[config.mk]
export PLATFORM = sky130hd
export DESIGN_NAME = dcache_way_array
export DESIGN_NICKNAME = d
export VERILOG_FILES = /design/src/dcache_pkg.sv /design/src/dcache_way_array.sv
export VERILOG_INCLUDE_DIRS = /design/src /design/src/src
export SDC_FILE = /design/constraint.sdc
export NUM_CORES = 1
export LEC_CHECK = 0
export ABC_AREA = 1
export ABC_CLOCK_PERIOD_IN_PS = 800
export BUFFER_PORTS_ARGS = -buffer_cell sky130_fd_sc_hd__buf_2
export CAP_MARGIN = 15
export CORE_AREA = 3 3 40 42
export DETAILED_ROUTE_END_ITERATION = 10
export DIE_AREA = 0 0 43 45
export PLACE_DENSITY_LB_ADDON = 0.05
export SLEW_MARGIN = 20
export SYNTH_ARGS = -nofsm -noshare
export SYNTH_HDL_FRONTEND = slang
export SYNTH_SLANG_ARGS = --single-unit
[constraint.sdc]
create_clock -name clk -period 0.8 [get_ports clk]
set_clock_uncertainty 0.1 [all_clocks]
set_input_delay 0.08 -clock clk [delete_from_list [all_inputs] [get_ports clk]]
set_output_delay 0.08 -clock clk [all_outputs]
set_load 0.01 [all_outputs]
[src/dcache_macros.svh]
`ifndef DCACHE_MACROS_SVH
`define DCACHE_MACROS_SVH

// ---------------------------------------------------------------------------
// Cache geometry.
// ---------------------------------------------------------------------------

`define DCACHE_ADDR_W    32
`define DCACHE_REG_W     64
`define DCACHE_BLOCK_W   512
`define DCACHE_SET_COUNT 2
`define DCACHE_WAYS      2
`define DCACHE_WORD_W    32

// Derived address field widths.
`define DCACHE_WORD_OFF_W ($clog2(`DCACHE_BLOCK_W / `DCACHE_WORD_W))
`define DCACHE_BYTE_OFF_W ($clog2(`DCACHE_WORD_W / 8))
`define DCACHE_INDEX_W    ($clog2(`DCACHE_SET_COUNT))
`define DCACHE_WAY_W      ($clog2(`DCACHE_WAYS))
`define DCACHE_TAG_W      (`DCACHE_ADDR_W - `DCACHE_INDEX_W - `DCACHE_WORD_OFF_W - \
                           `DCACHE_BYTE_OFF_W)

`endif

[src/dcache_pkg.sv]
`include "dcache_macros.svh"

package dcache_pkg;

    // -----------------------------------------------------------------------
    // Address fields.
    // -----------------------------------------------------------------------

    typedef logic [`DCACHE_TAG_W-1:0]   tag_t;
    typedef logic [`DCACHE_INDEX_W-1:0] index_t;
    typedef logic [`DCACHE_WAY_W-1:0]   way_t;

    // MSB to LSB: tag, set index, word in line, byte in word.
    typedef struct packed {
        tag_t                          tag;
        index_t                        index;
        logic [`DCACHE_WORD_OFF_W-1:0] word_off;
        logic [`DCACHE_BYTE_OFF_W-1:0] byte_off;
    } addr_t;

    // -----------------------------------------------------------------------
    // Payloads.
    // -----------------------------------------------------------------------

    typedef logic [`DCACHE_REG_W-1:0]   reg_t;
    typedef logic [`DCACHE_BLOCK_W-1:0] block_t;

    // Store size, as encoded by the core.
    typedef enum logic [1:0] {
        ST_B = 2'd0,
        ST_H = 2'd1,
        ST_W = 2'd2,
        ST_D = 2'd3
    } store_type_e;

endpackage

[src/dcache_way_array.sv]
`timescale 1ns/1ps

`include "dcache_macros.svh"

module dcache_way_array
    import dcache_pkg::*;
#(
    parameter type entry_t = logic
) (
    input  logic   clk,

    // Write port.
    input  logic   i_we,
    input  index_t i_index,
    input  way_t   i_way,
    input  entry_t i_wdata,

    // Both ways of the set at i_index.
    output entry_t o_rdata [`DCACHE_WAYS]
);

    entry_t mem [`DCACHE_SET_COUNT][`DCACHE_WAYS];

    // ---------------------------------------------------------------------------
    // Write.
    // ---------------------------------------------------------------------------

    always_ff @(posedge clk) begin
        if (i_we) begin
            mem[i_index][i_way] <= i_wdata;
        end
    end

    // ---------------------------------------------------------------------------
    // Read.
    // ---------------------------------------------------------------------------

    // Asynchronous read of the whole set.
    always_comb begin
        for (int w = 0; w < `DCACHE_WAYS; w++) begin
            o_rdata[w] = mem[i_index][w];
        end
    end

endmodule

==> metrics.md <==
| Metric | Value |
|---|---|
| Max FO, Critical Path | 1 |
| Share of layout cells above drive strength 1 | 39.29% |
| Synthesized net count | 23 |
| TritonCTS clock tree | yes |
| Main combinational cell family by area after synthesis | simple AND/OR/NAND/NOR gates |
| Maxcap violations | 0 |
| Mapped Area | 172.7 sq um |
| N_diodes | 0 |
| Layout area overhead | 45.65% |
| Min-Delay Path Class | input pin to flop |
| Simple-gate area share of the yosys netlist | 26.09% |
| First-pass GRT wire length | 565 microns |
| Global placement routability congestion | 0.5903 |
| # nets final | 35 |
| DRC Markers | 0 |
| Biggest registers after layout | mem: 4 flops |
| Critical path class | flop to primary output |
| # rows | 13 |
| Antenna Nets Post-Route | 0 |
| Sequential cell area | 120.1 sq um |
| Seq cells post-synth | 4 |
| Die span in x | 43 microns |
| Critical Path RT | 0.62 ns |
| Crit. End Element | primary output |
| Num CTS Buffers | 3 |
| Largest net degree at the start of global routing | 6 |
| Die area | 1935 sq um |
| Rel. slew slack | 92.94% |
| DRT iter0 DRCs | 2 |
| CP startpoint | mem[0][1]$_DFFE_PP_ |
| Adder-cell share of the synthesized area | 0% |
| Fill cells | 154 |
| Pre-CTS worst setup slack | -0.006091 ns |
| CTS Sinks | 4 |
| Overflow after GRT | 0 |
| Ys Warns | 0 |
| Core footprint | 1285 sq um |
| Unrepaired setup endpoints after global routing | yes |
| Pins Over Slew Limit | 0 |
| P_leak | 0.1193 nW |
| DIE HEIGHT | 45 microns |
| I/O pin total | 7 |
| Slew @ Worst Pin | 0.1056 ns |
| Failing checks | hold timing, setup timing |
| Max Fclk | 991.8 MHz |
| Most frequent cells in the layout | nand2_1, buf_2, nor2_1, edfxtp_1, clkbuf_4 |
| Setup crit end | o_rdata[1] |
| Vias per inst | 3.302 |
| Port Buf Inserts | 6 |
| Placed cell areas | 229.0 sq um |
| Post_cts resized | 0 |
| Commonest non-fill, non-tap cell in the layout | nand2_1 |
| Period utilization | 126.0% |
| Final setup fails | 2 |
| Area of the multi-input gates | 45.04 sq um |
| Gr usage total | 4.698% |
| Post-route minimum period | 1.008 ns |
| Mux cell area share after synthesis | 0% |
| Sequential-to-total area share from yosys stat | 69.57% |
| DRT Pass-1 Iters | 2 |
| Drt wl/cell | 7.930 microns |
| CP startpoint kind | flop |
| CTS max path bufs | 2 |
| Arr. time, crit path | 0.83 ns |
| Netlist cell types | 5 |
| Worst vdd ir | 0.6425 mV |
| Synth Area in Compound Gates | 0% |
| WL final | 341 microns |
| Initial Util | 13.44% |
| Clock tree root driver cell | clkbuf_4 |
| H-tree depth | 1 |
| Status | finished, violations left |
| Hold Slack | -0.02342 ns |
| Initial antenna violation count | 0 |
| Via count | 142 |
| Final instance area | 251.5 sq um |
| Power Density | 2185 nW/um^2 |
| Synth Area in XOR/XNOR | 0% |
| Final hold viol count | 4 |
| Vias in the first global route | 137 |
| Final worst slack | -0.2083 ns |
| Biggest register | mem |
| Worst-path clk slew | 0.04 ns |
| Max reg flops | 4 |
| Syn_area_per_cell | 9.593 sq um |
| Synth Instances | 18 |
-- cell families after synthesis --
logic type | after synthesis
buffers and inverters | 2
DFF | 4
and+or+nand+nor | 12
-- critical path, cell delays in order, from the launching register on --
cell,delay (ns)
edfxtp_1,0.35
nand2_1,0.07
nand2_1,0.05
buf_2,0.13
-- worst min-delay path by stage --
stage,to,depth (start not counted),from
2_1_floorplan,mem[0][0]$_DFFE_PP_,0,i_wdata
3_3_place_gp,mem[0][1]$_DFFE_PP_,1,i_wdata
3_5_place_dp,mem[0][1]$_DFFE_PP_,1,i_wdata
4_1_cts,mem[1][1]$_DFFE_PP_,1,i_wdata
5_1_grt,mem[0][1]$_DFFE_PP_,1,i_wdata
6_report,mem[0][1]$_DFFE_PP_,1,i_wdata
-- power breakdown --
group	total, mW	internal [mW]	switching, mW	leakage (nW)
registers	0.245	0.243	0.00196	0.0367
clock network	0.255	0.168	0.0866	0.0138
logic	0.0499	0.0217	0.0282	0.0687
total	0.549	0.433	0.117	0.119
-- metrics by stage --
step,util (%),total power [mW],cells,TNS (ns)
after floorplan,-,0.2694,18,0
after global placement,17.82,0.2996,40,-0.01573
after detailed placement,17.82,0.2991,40,-0.006091
after CTS,19.57,0.5620,43,-0.4388
after global routing,19.57,0.5907,43,-0.5456
final,19.57,0.5495,43,-0.4160
-- repair_timing --
item | 4_1_cts | 5_1_grt
setup buffers | 0 | 0
hold endpoints to repair | 4 | 4
pin swaps | 3 | 3
endpoints found under the setup margin | 2 | 2
-- layout make-up --
cell class | count | area share [%]
Timing Repair Buffer | 7 | 14.93
Inverter | 2 | 2.985
Tap cell | 15 | 7.463
Sequential cell | 4 | 47.76
Multi-Input combinational cell | 12 | 17.91
Clock buffer | 3 | 8.955
-- cell usage after synthesis --
library cell / instances / area [sq um]
nand2_1: 8 / 30.03
edfxtp_1: 4 / 120.1
nor2_1: 4 / 15.01
inv_1: 1 / 3.750
inv_2: 1 / 3.750
-- metal layers --
layer / GRT usage [%] / wire length (microns) / up-vias
li1: - / - / 77
met1: 4.680 / 166 / 57
met2: 4.491 / 126 / 8
met3: 5.179 / 48 / 0
met4: 5.422 / 0 / 0
met5: 0 / 0 / -
Note: power is estimated with default switching activity, not from simulation.
