### src/dcache_macros.svh
`ifndef DCACHE_MACROS_SVH
`define DCACHE_MACROS_SVH

// ---------------------------------------------------------------------------
// Cache geometry.
// ---------------------------------------------------------------------------

`define DCACHE_ADDR_W    32
`define DCACHE_REG_W     64
`define DCACHE_BLOCK_W   512
`define DCACHE_SET_COUNT 2
`define DCACHE_WAYS      2
`define DCACHE_WORD_W    32

// Derived address field widths.
`define DCACHE_WORD_OFF_W ($clog2(`DCACHE_BLOCK_W / `DCACHE_WORD_W))
`define DCACHE_BYTE_OFF_W ($clog2(`DCACHE_WORD_W / 8))
`define DCACHE_INDEX_W    ($clog2(`DCACHE_SET_COUNT))
`define DCACHE_WAY_W      ($clog2(`DCACHE_WAYS))
`define DCACHE_TAG_W      (`DCACHE_ADDR_W - `DCACHE_INDEX_W - `DCACHE_WORD_OFF_W - \
                           `DCACHE_BYTE_OFF_W)

`endif

### src/dcache_pkg.sv
`include "dcache_macros.svh"

package dcache_pkg;

    // -----------------------------------------------------------------------
    // Address fields.
    // -----------------------------------------------------------------------

    typedef logic [`DCACHE_TAG_W-1:0]   tag_t;
    typedef logic [`DCACHE_INDEX_W-1:0] index_t;
    typedef logic [`DCACHE_WAY_W-1:0]   way_t;

    // MSB to LSB: tag, set index, word in line, byte in word.
    typedef struct packed {
        tag_t                          tag;
        index_t                        index;
        logic [`DCACHE_WORD_OFF_W-1:0] word_off;
        logic [`DCACHE_BYTE_OFF_W-1:0] byte_off;
    } addr_t;

    // -----------------------------------------------------------------------
    // Payloads.
    // -----------------------------------------------------------------------

    typedef logic [`DCACHE_REG_W-1:0]   reg_t;
    typedef logic [`DCACHE_BLOCK_W-1:0] block_t;

    // Store size, as encoded by the core.
    typedef enum logic [1:0] {
        ST_B = 2'd0,
        ST_H = 2'd1,
        ST_W = 2'd2,
        ST_D = 2'd3
    } store_type_e;

endpackage

### src/dcache_way_ctrl.sv
`timescale 1ns/1ps

`include "dcache_macros.svh"

module dcache_way_ctrl
    import dcache_pkg::*;
(
    input  logic  clk,
    input  logic  arst,

    // Strobes from the cache controller.
    input  logic  i_write_en,
    input  logic  i_block_write_en,
    input  logic  i_valid_update,
    input  logic  i_lru_update,
    input  logic  i_addr_control,

    // Request address and the stored tags at its index.
    input  addr_t i_addr,
    input  tag_t  i_tags [`DCACHE_WAYS],

    output logic  o_hit,
    output logic  o_refill,
    output logic  o_dirty,
    output way_t  o_match_way,
    output way_t  o_victim_way,
    output addr_t o_addr_axi
);

    logic [`DCACHE_WAYS-1:0] valid_q [`DCACHE_SET_COUNT];
    logic [`DCACHE_WAYS-1:0] dirty_q [`DCACHE_SET_COUNT];
    way_t                    lru_q   [`DCACHE_SET_COUNT];

    logic [`DCACHE_WAYS-1:0] way_hit;
    way_t                    match_way;
    way_t                    victim_way;
    logic                    refill;

    // ---------------------------------------------------------------------------
    // Lookup.
    // ---------------------------------------------------------------------------

    always_comb begin
        for (int w = 0; w < `DCACHE_WAYS; w++) begin
            way_hit[w] = valid_q[i_addr.index][w] & (i_tags[w] == i_addr.tag);
        end
    end

    // LRU bit names the way to replace.
    assign victim_way = lru_q[i_addr.index];

    // Lowest hitting way wins, victim on a miss.
    always_comb begin
        match_way = victim_way;
        for (int w = `DCACHE_WAYS - 1; w >= 0; w--) begin
            if (way_hit[w]) begin
                match_way = way_t'(w);
            end
        end
    end

    // Store has priority over a block write.
    assign refill = i_block_write_en & ~i_write_en;

    // ---------------------------------------------------------------------------
    // Valid, dirty and LRU state.
    // ---------------------------------------------------------------------------

    always_ff @(posedge clk or posedge arst) begin
        if (arst) begin
            valid_q <= '{default: '0};
        end else if (i_valid_update) begin
            valid_q[i_addr.index][victim_way] <= 1'b1;
        end
    end

    always_ff @(posedge clk or posedge arst) begin
        if (arst) begin
            dirty_q <= '{default: '0};
        end else if (i_write_en) begin
            dirty_q[i_addr.index][match_way] <= 1'b1;
        end else if (refill) begin
            dirty_q[i_addr.index][victim_way] <= 1'b0;
        end
    end

    // Point at the way not just used.
    always_ff @(posedge clk or posedge arst) begin
        if (arst) begin
            lru_q <= '{default: '0};
        end else if (i_lru_update) begin
            lru_q[i_addr.index] <= ~match_way;
        end
    end

    // ---------------------------------------------------------------------------
    // Outputs.
    // ---------------------------------------------------------------------------

    // Line address, refill or writeback.
    always_comb begin
        o_addr_axi       = '0;
        o_addr_axi.index = i_addr.index;
        o_addr_axi.tag   = i_addr_control ? i_addr.tag : i_tags[victim_way];
    end

    assign o_hit        = |way_hit;
    assign o_dirty      = dirty_q[i_addr.index][victim_way];
    assign o_refill     = refill;
    assign o_match_way  = match_way;
    assign o_victim_way = victim_way;

    // Controller only stores into a line already present.
    a_store_on_hit : assert property (@(posedge clk) disable iff (arst)
        i_write_en |-> o_hit)
        else $error("store strobe raised on a cache miss");

endmodule

### config.mk
export PLATFORM = sky130hd
export DESIGN_NAME = dcache_way_ctrl
export DESIGN_NICKNAME = d
export VERILOG_FILES = /design/src/dcache_pkg.sv /design/src/dcache_way_ctrl.sv
export VERILOG_INCLUDE_DIRS = /design/src /design/src/src
export SDC_FILE = /design/constraint.sdc
export NUM_CORES = 1
export LEC_CHECK = 0
export ABC_AREA = 1
export BUFFER_PORTS_ARGS = -buffer_cell sky130_fd_sc_hd__buf_2
export CORE_MARGIN = 8
export CORE_UTILIZATION = 44
export CTS_CLUSTER_DIAMETER = 200
export DETAILED_ROUTE_END_ITERATION = 7
export PLACE_DENSITY_LB_ADDON = 0.08
export SETUP_SLACK_MARGIN = 0.1
export SYNTH_ARGS = -nofsm -noshare
export SYNTH_HDL_FRONTEND = slang
export SYNTH_SLANG_ARGS = --single-unit
### constraint.sdc
create_clock -name clk -period 1.38 [get_ports clk]
set_input_delay 0.069 -clock clk [delete_from_list [all_inputs] [get_ports clk]]
set_output_delay 0.069 -clock clk [all_outputs]
set_load 0.05 [all_outputs]
==> metrics.txt, run 1 <==
Die W=83.1 um; final net count=621; Tcrit/Tclk final=1.26; H-tree depth=1; clk_lat worst skew=0.24 ns; Root Driver=clkbuf_8; hold depth=3; kind of start point of the critical path=flop; Worst EP required=1.31 ns; post-synth cell types=28; GRT overflow=0; Hold WC Path Type=input pin to flop; failing checks=negative setup slack; Hold WS=0.134 ns; Tmin final=1.74 ns; highest clock rate=approximately 570 MHz; crit end category=output pin; Starting Density=0.455; RSZ-0062 raised after global routing=true; fin cells=583; # rows=24; vias in the first global route=2,995; register area share after synthesis=0.126; PD cells=778 nW/um2; synth-to-layout area growth=78.1%; vias=~3,000; Synth top area share=0.252; worst-path cell chain=inv_2 > nor2_4 > a21oi_4 > inv_2 > buf_12 > o21ai_1 > a21oi_2 > a21oi_4 > buf_8; Via density=5.06; synth warn=0; Net Sw Frac=0.502; Yosys top cell by area=nand2_1; TritonCTS clock tree=done; Setup CP Type=flop to output pin; Max Cap Viol=0; cell at the slowest stage of the critical path=dfrtp_1; Synth async-reset ratio=1.00; largest net degree at the start of global routing=30; CTS sink count=10; cell internal pwr=1.37 mW; clk_skew=0.00132 ns; number of diodes=0; R2R cell count=10; share of cells above drive strength 1=0.418; synth top area cells=nand2_1, inv_1, dfrtp_1, nor2_1, o21ai_0; initial drt markers=approximately 150; clock transition at the registers of the reported paths=0.05 ns; crit path DAT=roughly 1.7 ns; Post-Place Cells=~570; TritonCTS buffer count=3; crit path max fanout=20; initial antenna violation count=0; fin util=0.809; Die Y=83.1 um; Worst Setup Slack, final=-0.360 ns; first-pass GRT wire length=13,000 um; Fin. Hold Viols=0; Slew Viols, Final=0; combinational share of power=0.731; drc violations=0; synthesized instance count=383; Crit path depth=9; First-pass DRT Iterations=4; ys flop type=dfrtp_1; Clock power frac=0.134; CTS Buffer Depth=2; P_leak=1.93 nW; I/O pins=126; syn avg cell area=5.17 um2; CP bufs+invs=4; Post-DRT Antenna Nets=0; Post-synth EDFFs=0; drt wl/cell=13.9 um; Fill cells=334; core region area=4350 um2; final wirelength=approximately 8100 um; all-layer global routing usage=0.216; Commonest cells post-synth=nand2_1, inv_1, nor2_1; Syn Std Cell Area=1980 um2; die area=a little under 7000 um2; Yosys reg bits=10; top cell family by delay on the critical path=buffers and inverters; VDD IR max=0.000992 V; global placer's final weighted congestion=0.865; pre-CTS WS=-0.186 ns; net switching power figure=1.38 mW; port buffer count=113; sequential share of power=0.135; post-detail-place hpwl=6460 um; most frequent cell after synthesis=nand2_1; final setup vio count=33; run status=finished with violations; Slowest Stage Delay on Critical Path=about 0.38 ns
## power groups by stage
stage	sequential [mW]	combinational [mW]	clock, mW
finish	0.371	2.00	0.367
global route	0.376	2.13	0.391
CTS	0.369	1.92	0.373
detailed placement	0.372	1.73	0
global placement	0.373	1.71	0
floorplan	0.367	1.23	0
## final timing paths
check	from	end	slack, ns
min reg2reg	valid_q[3]$_DFFE_PP0P_	valid_q[3]$_DFFE_PP0P_	0.45
min in group asynchronous	arst	valid_q[0]$_DFFE_PP0P_	0.39
min	i_valid_update	valid_q[2]$_DFFE_PP0P_	0.13
max reg2reg	lru_q[1]$_DFFE_PP0P_	dirty_q[0]$_DFFE_PP0P_	-0.16
max	lru_q[1]$_DFFE_PP0P_	o_addr_axi[17]	-0.36
max in group asynchronous	arst	dirty_q[2]$_DFFE_PP0P_	0.71
## metrics by stage
step                cell area [um2]  TNS (ns)  power [mW]
finish                         3520     -8.92        2.74
detailed placement             3150     -2.88        2.10
CTS                            3430     -7.72        2.66
floorplan                      2320     -1.01        1.60
global route                   3520    -11.56        2.89
global placement               3150     -2.32        2.08
## logic make-up (layout without fill, tap and decap cells)
kind of cell,count (synthesis),after routing,synth area share
AND/OR/NAND/NOR,192,192,0.384
buffers and inverters,86,229,0.191
AO/OA/AOI/OAI,76,76,0.216
XOR/XNOR,17,17,0.0752
flip-flops,10,10,0.126
other,1,6,0.00189
multiplexers,1,1,0.00506
## sequential cells by signal, indices dropped and copies added, names as in the netlist
| name | cells |
|---|---|
| dirty_q | 4 |
| lru_q | 2 |
| valid_q | 4 |
## area by class of cell
| type | instances | area, um2 | area share |
|---|---|---|---|
| well taps | 52 | 65.1 | 0.0185 |
| clock buffers | 4 | 55.1 | 0.0156 |
| repair buffers | 157 | 1140 | 0.324 |
| flip-flops and latches | 10 | 250 | 0.0710 |
| inverters | 68 | 259 | 0.0735 |
| multi-input cells | 292 | 1750 | 0.497 |
## layout by cell type (no fill, tap or decap), drive strengths merged, types with 3 or more instances in the layout
| master | n |
|---|---|
| buf | 156 |
| nand2 | 133 |
| inv | 67 |
| nor2 | 40 |
| o21ai | 28 |
| a21oi | 26 |
| xor2 | 11 |
| o211ai | 10 |
| dfrtp | 10 |
| nand4 | 7 |
| nand3 | 6 |
| xnor2 | 6 |
| conb | 6 |
| o22ai | 5 |
| a31oi | 5 |
| clkbuf | 4 |
| nor4 | 3 |
## worst reg2reg max path: cells and delay by family (launching register included)
kind / cells / cell delay [ns]
AOI/OAI and AO/OA: 2 / 0.39
buffers and inverters: 3 / 0.32
DFF: 1 / 0.38
and+or+nand+nor: 5 / 0.34
## per-layer routing
metal	share of wire	track usage
met1	0.43	0.248
met2	0.50	0.388
met3	0.066	0.0605
met4	0.0068	0.0335
met5	0	0
## timing repair
action,4_1_cts,5_1_grt
pin swaps,11,11
hold buffers,1,0
gates resized for setup,65,22
hold endpoints to repair,10,0
setup endpoints to repair,33,35
buffers inserted,2,2
(Power assumes the default switching activity.)
==> run 2, diff against run 1 <==
--- a/config.mk
+++ b/config.mk
@@ -12,7 +12,7 @@
 export CORE_UTILIZATION = 44
 export CTS_CLUSTER_DIAMETER = 200
 export DETAILED_ROUTE_END_ITERATION = 7
-export PLACE_DENSITY_LB_ADDON = 0.08
+export PLACE_DENSITY_LB_ADDON = 0.25
 export SETUP_SLACK_MARGIN = 0.1
 export SYNTH_ARGS = -nofsm -noshare
 export SYNTH_HDL_FRONTEND = slang
==> metrics.txt, run 2 (synthesized netlist as in run 1, its figures left out) <==
RSZ-0062 raised after global routing=true; all-layer global routing usage=0.242; hold path startpoint=i_valid_update; CTS sink count=10; Post-DRT Antenna Nets=0; pre-CTS WS=-0.159 ns; crit end category=output pin; Fin. Hold Viols=0; H-tree depth=1; First-pass DRT Iterations=5; fin util=0.839; Tmin final=between 1.5 and 2 ns; Clock power frac=0.125; crit path DAT=1.68 ns; synth-to-layout area growth=84.5%; reg2reg start=lru_q[1]$_DFFE_PP0P_; TritonCTS buffer count=3; port buffer count=113; Tcrit/Tclk final=1.27; GRT overflow=0; crit path max fanout=14; clock transition at the registers of the reported paths=0.05 ns; Slew Viols, Final=0; Net Sw Frac=0.499; Worst Hold Path EP=valid_q[2]$_DFFE_PP0P_; share of cells above drive strength 1=0.447; net switching power figure=approximately 1.5 mW; drc violations=0; Worst EP required=1.31 ns; Starting Density=0.455; most frequent cells in the layout=nand2_1, buf_2, inv_1; r2r endpoint=dirty_q[0]$_DFFE_PP0P_; CTS Buffer Depth=2; final setup vio count=35; largest net degree at the start of global routing=30; vias=3,098; sequential share of power=0.130; number of diodes=0; P_leak=1.97 nW; clk_skew=0.00123 ns; Worst Setup Slack, final=-0.370 ns; Die W=about 83 um; failing checks=negative setup slack; vias in the first global route=3,148; Die Y=83.1 um; final wirelength=8920 um; drt wl/cell=15.2 um; die area=6900 um2; global placer's final weighted congestion=0.882; initial antenna violation count=0; VDD IR max=0.00101 V; clk_lat worst skew=0.24 ns; TritonCTS clock tree=done; I/O pins=between 100 and 150; Hold WS=0.135 ns; hold depth=3; Max Cap Viol=0; kind of start point of the critical path=flop; most common cell after layout, fill and taps aside=nand2_1; highest clock rate=between 500 and 600 MHz; R2R cell count=11; Root Driver=clkbuf_8; final net count=625; Post-Place Cells=569; initial drt markers=216; combinational share of power=0.745; # rows=24; Setup CP Type=flop to output pin; first-pass GRT wire length=14,500 um; Regs by FF count=dirty_q x4, valid_q x4, lru_q x2; cell internal pwr=approximately 1.5 mW; r2r setup slk=-0.22 ns; Hold WC Path Type=input pin to flop; core region area=roughly 4400 um2; run status=finished with violations; PD cells=796 nW/um2; Via density=approximately 5.3; fin cells=587; Final Power=about 2.9 mW; post-detail-place hpwl=roughly 6400 um
==> run 2: cell types whose count changed in the layout (fill, tap and decap cells not counted), sizes merged <==
cell,change
buf,+4
==> run 2: metrics by stage <==
stage,setup TNS (ns),instance area [um2]
finish,-10.01,3650
global placement,-1.57,3110
floorplan,-1.01,2320
CTS,-7.77,3580
global route,-12.65,3650
detailed placement,-2.75,3110
==> run 2: power groups by stage <==
stage / Clock [mW] / Sequential [mW] / Combinational (mW)
3_5_place_dp: 0 / 0.376 / 1.72
3_3_place_gp: 0 / 0.372 / 1.69
4_1_cts: 0.370 / 0.372 / 2.08
6_report: 0.364 / 0.376 / 2.16
5_1_grt: 0.386 / 0.384 / 2.30
2_1_floorplan: 0 / 0.367 / 1.23
==> run 2: worst max-delay path by stage <==
| stage | from | end | slack, ns | cells past startpoint |
|---|---|---|---|---|
| after floorplan | lru_q[1]$_DFFE_PP0P_ | o_addr_axi[19] | -0.09 | 8 |
| after global placement | lru_q[1]$_DFFE_PP0P_ | o_addr_axi[26] | -0.12 | 9 |
| after detailed placement | lru_q[1]$_DFFE_PP0P_ | o_addr_axi[16] | -0.16 | 9 |
| after CTS | lru_q[1]$_DFFE_PP0P_ | o_addr_axi[18] | -0.31 | 9 |
| after global routing | lru_q[1]$_DFFE_PP0P_ | o_addr_axi[23] | -0.43 | 9 |
| final | lru_q[1]$_DFFE_PP0P_ | o_addr_axi[23] | -0.37 | 9 |
==> run 2: worst max-delay path, stage by stage, from the launching register on <==
cell,delay [ns]
dfrtp_1,0.39
inv_2,0.09
nor2_4,0.05
a21oi_4,0.15
inv_4,0.09
buf_12,0.16
o21ai_2,0.13
a21oi_2,0.06
a21oi_4,0.14
buf_8,0.17
==> run 2: layout make-up <==
cell class	instances	area [um2]
Multi-Input combinational cell	292	1820
Inverter	68	262
Sequential cell	10	250
Timing Repair Buffer	161	1200
Fill cell	281	703
Clock buffer	4	55.1
Tap cell	52	65.1
==> run 2: routing by layer <==
metal	vias up	routed length, um	GRT usage
met1	1447	3440	0.268
met3	20	617	0.0586
met5	-	0	0
met4	0	213	0.0639
li1	1496	-	-
met2	135	4640	0.445
==> run 2: repair_timing <==
item                                   in CTS  in global routing
setup buffers                              12                  4
setup endpoints to repair                  33                 37
endpoints found under the hold margin      10                  0
hold buffers                                1                  0
pin swaps                                   8                  7
resized for setup                          93                 16
cloned                                      1                  0
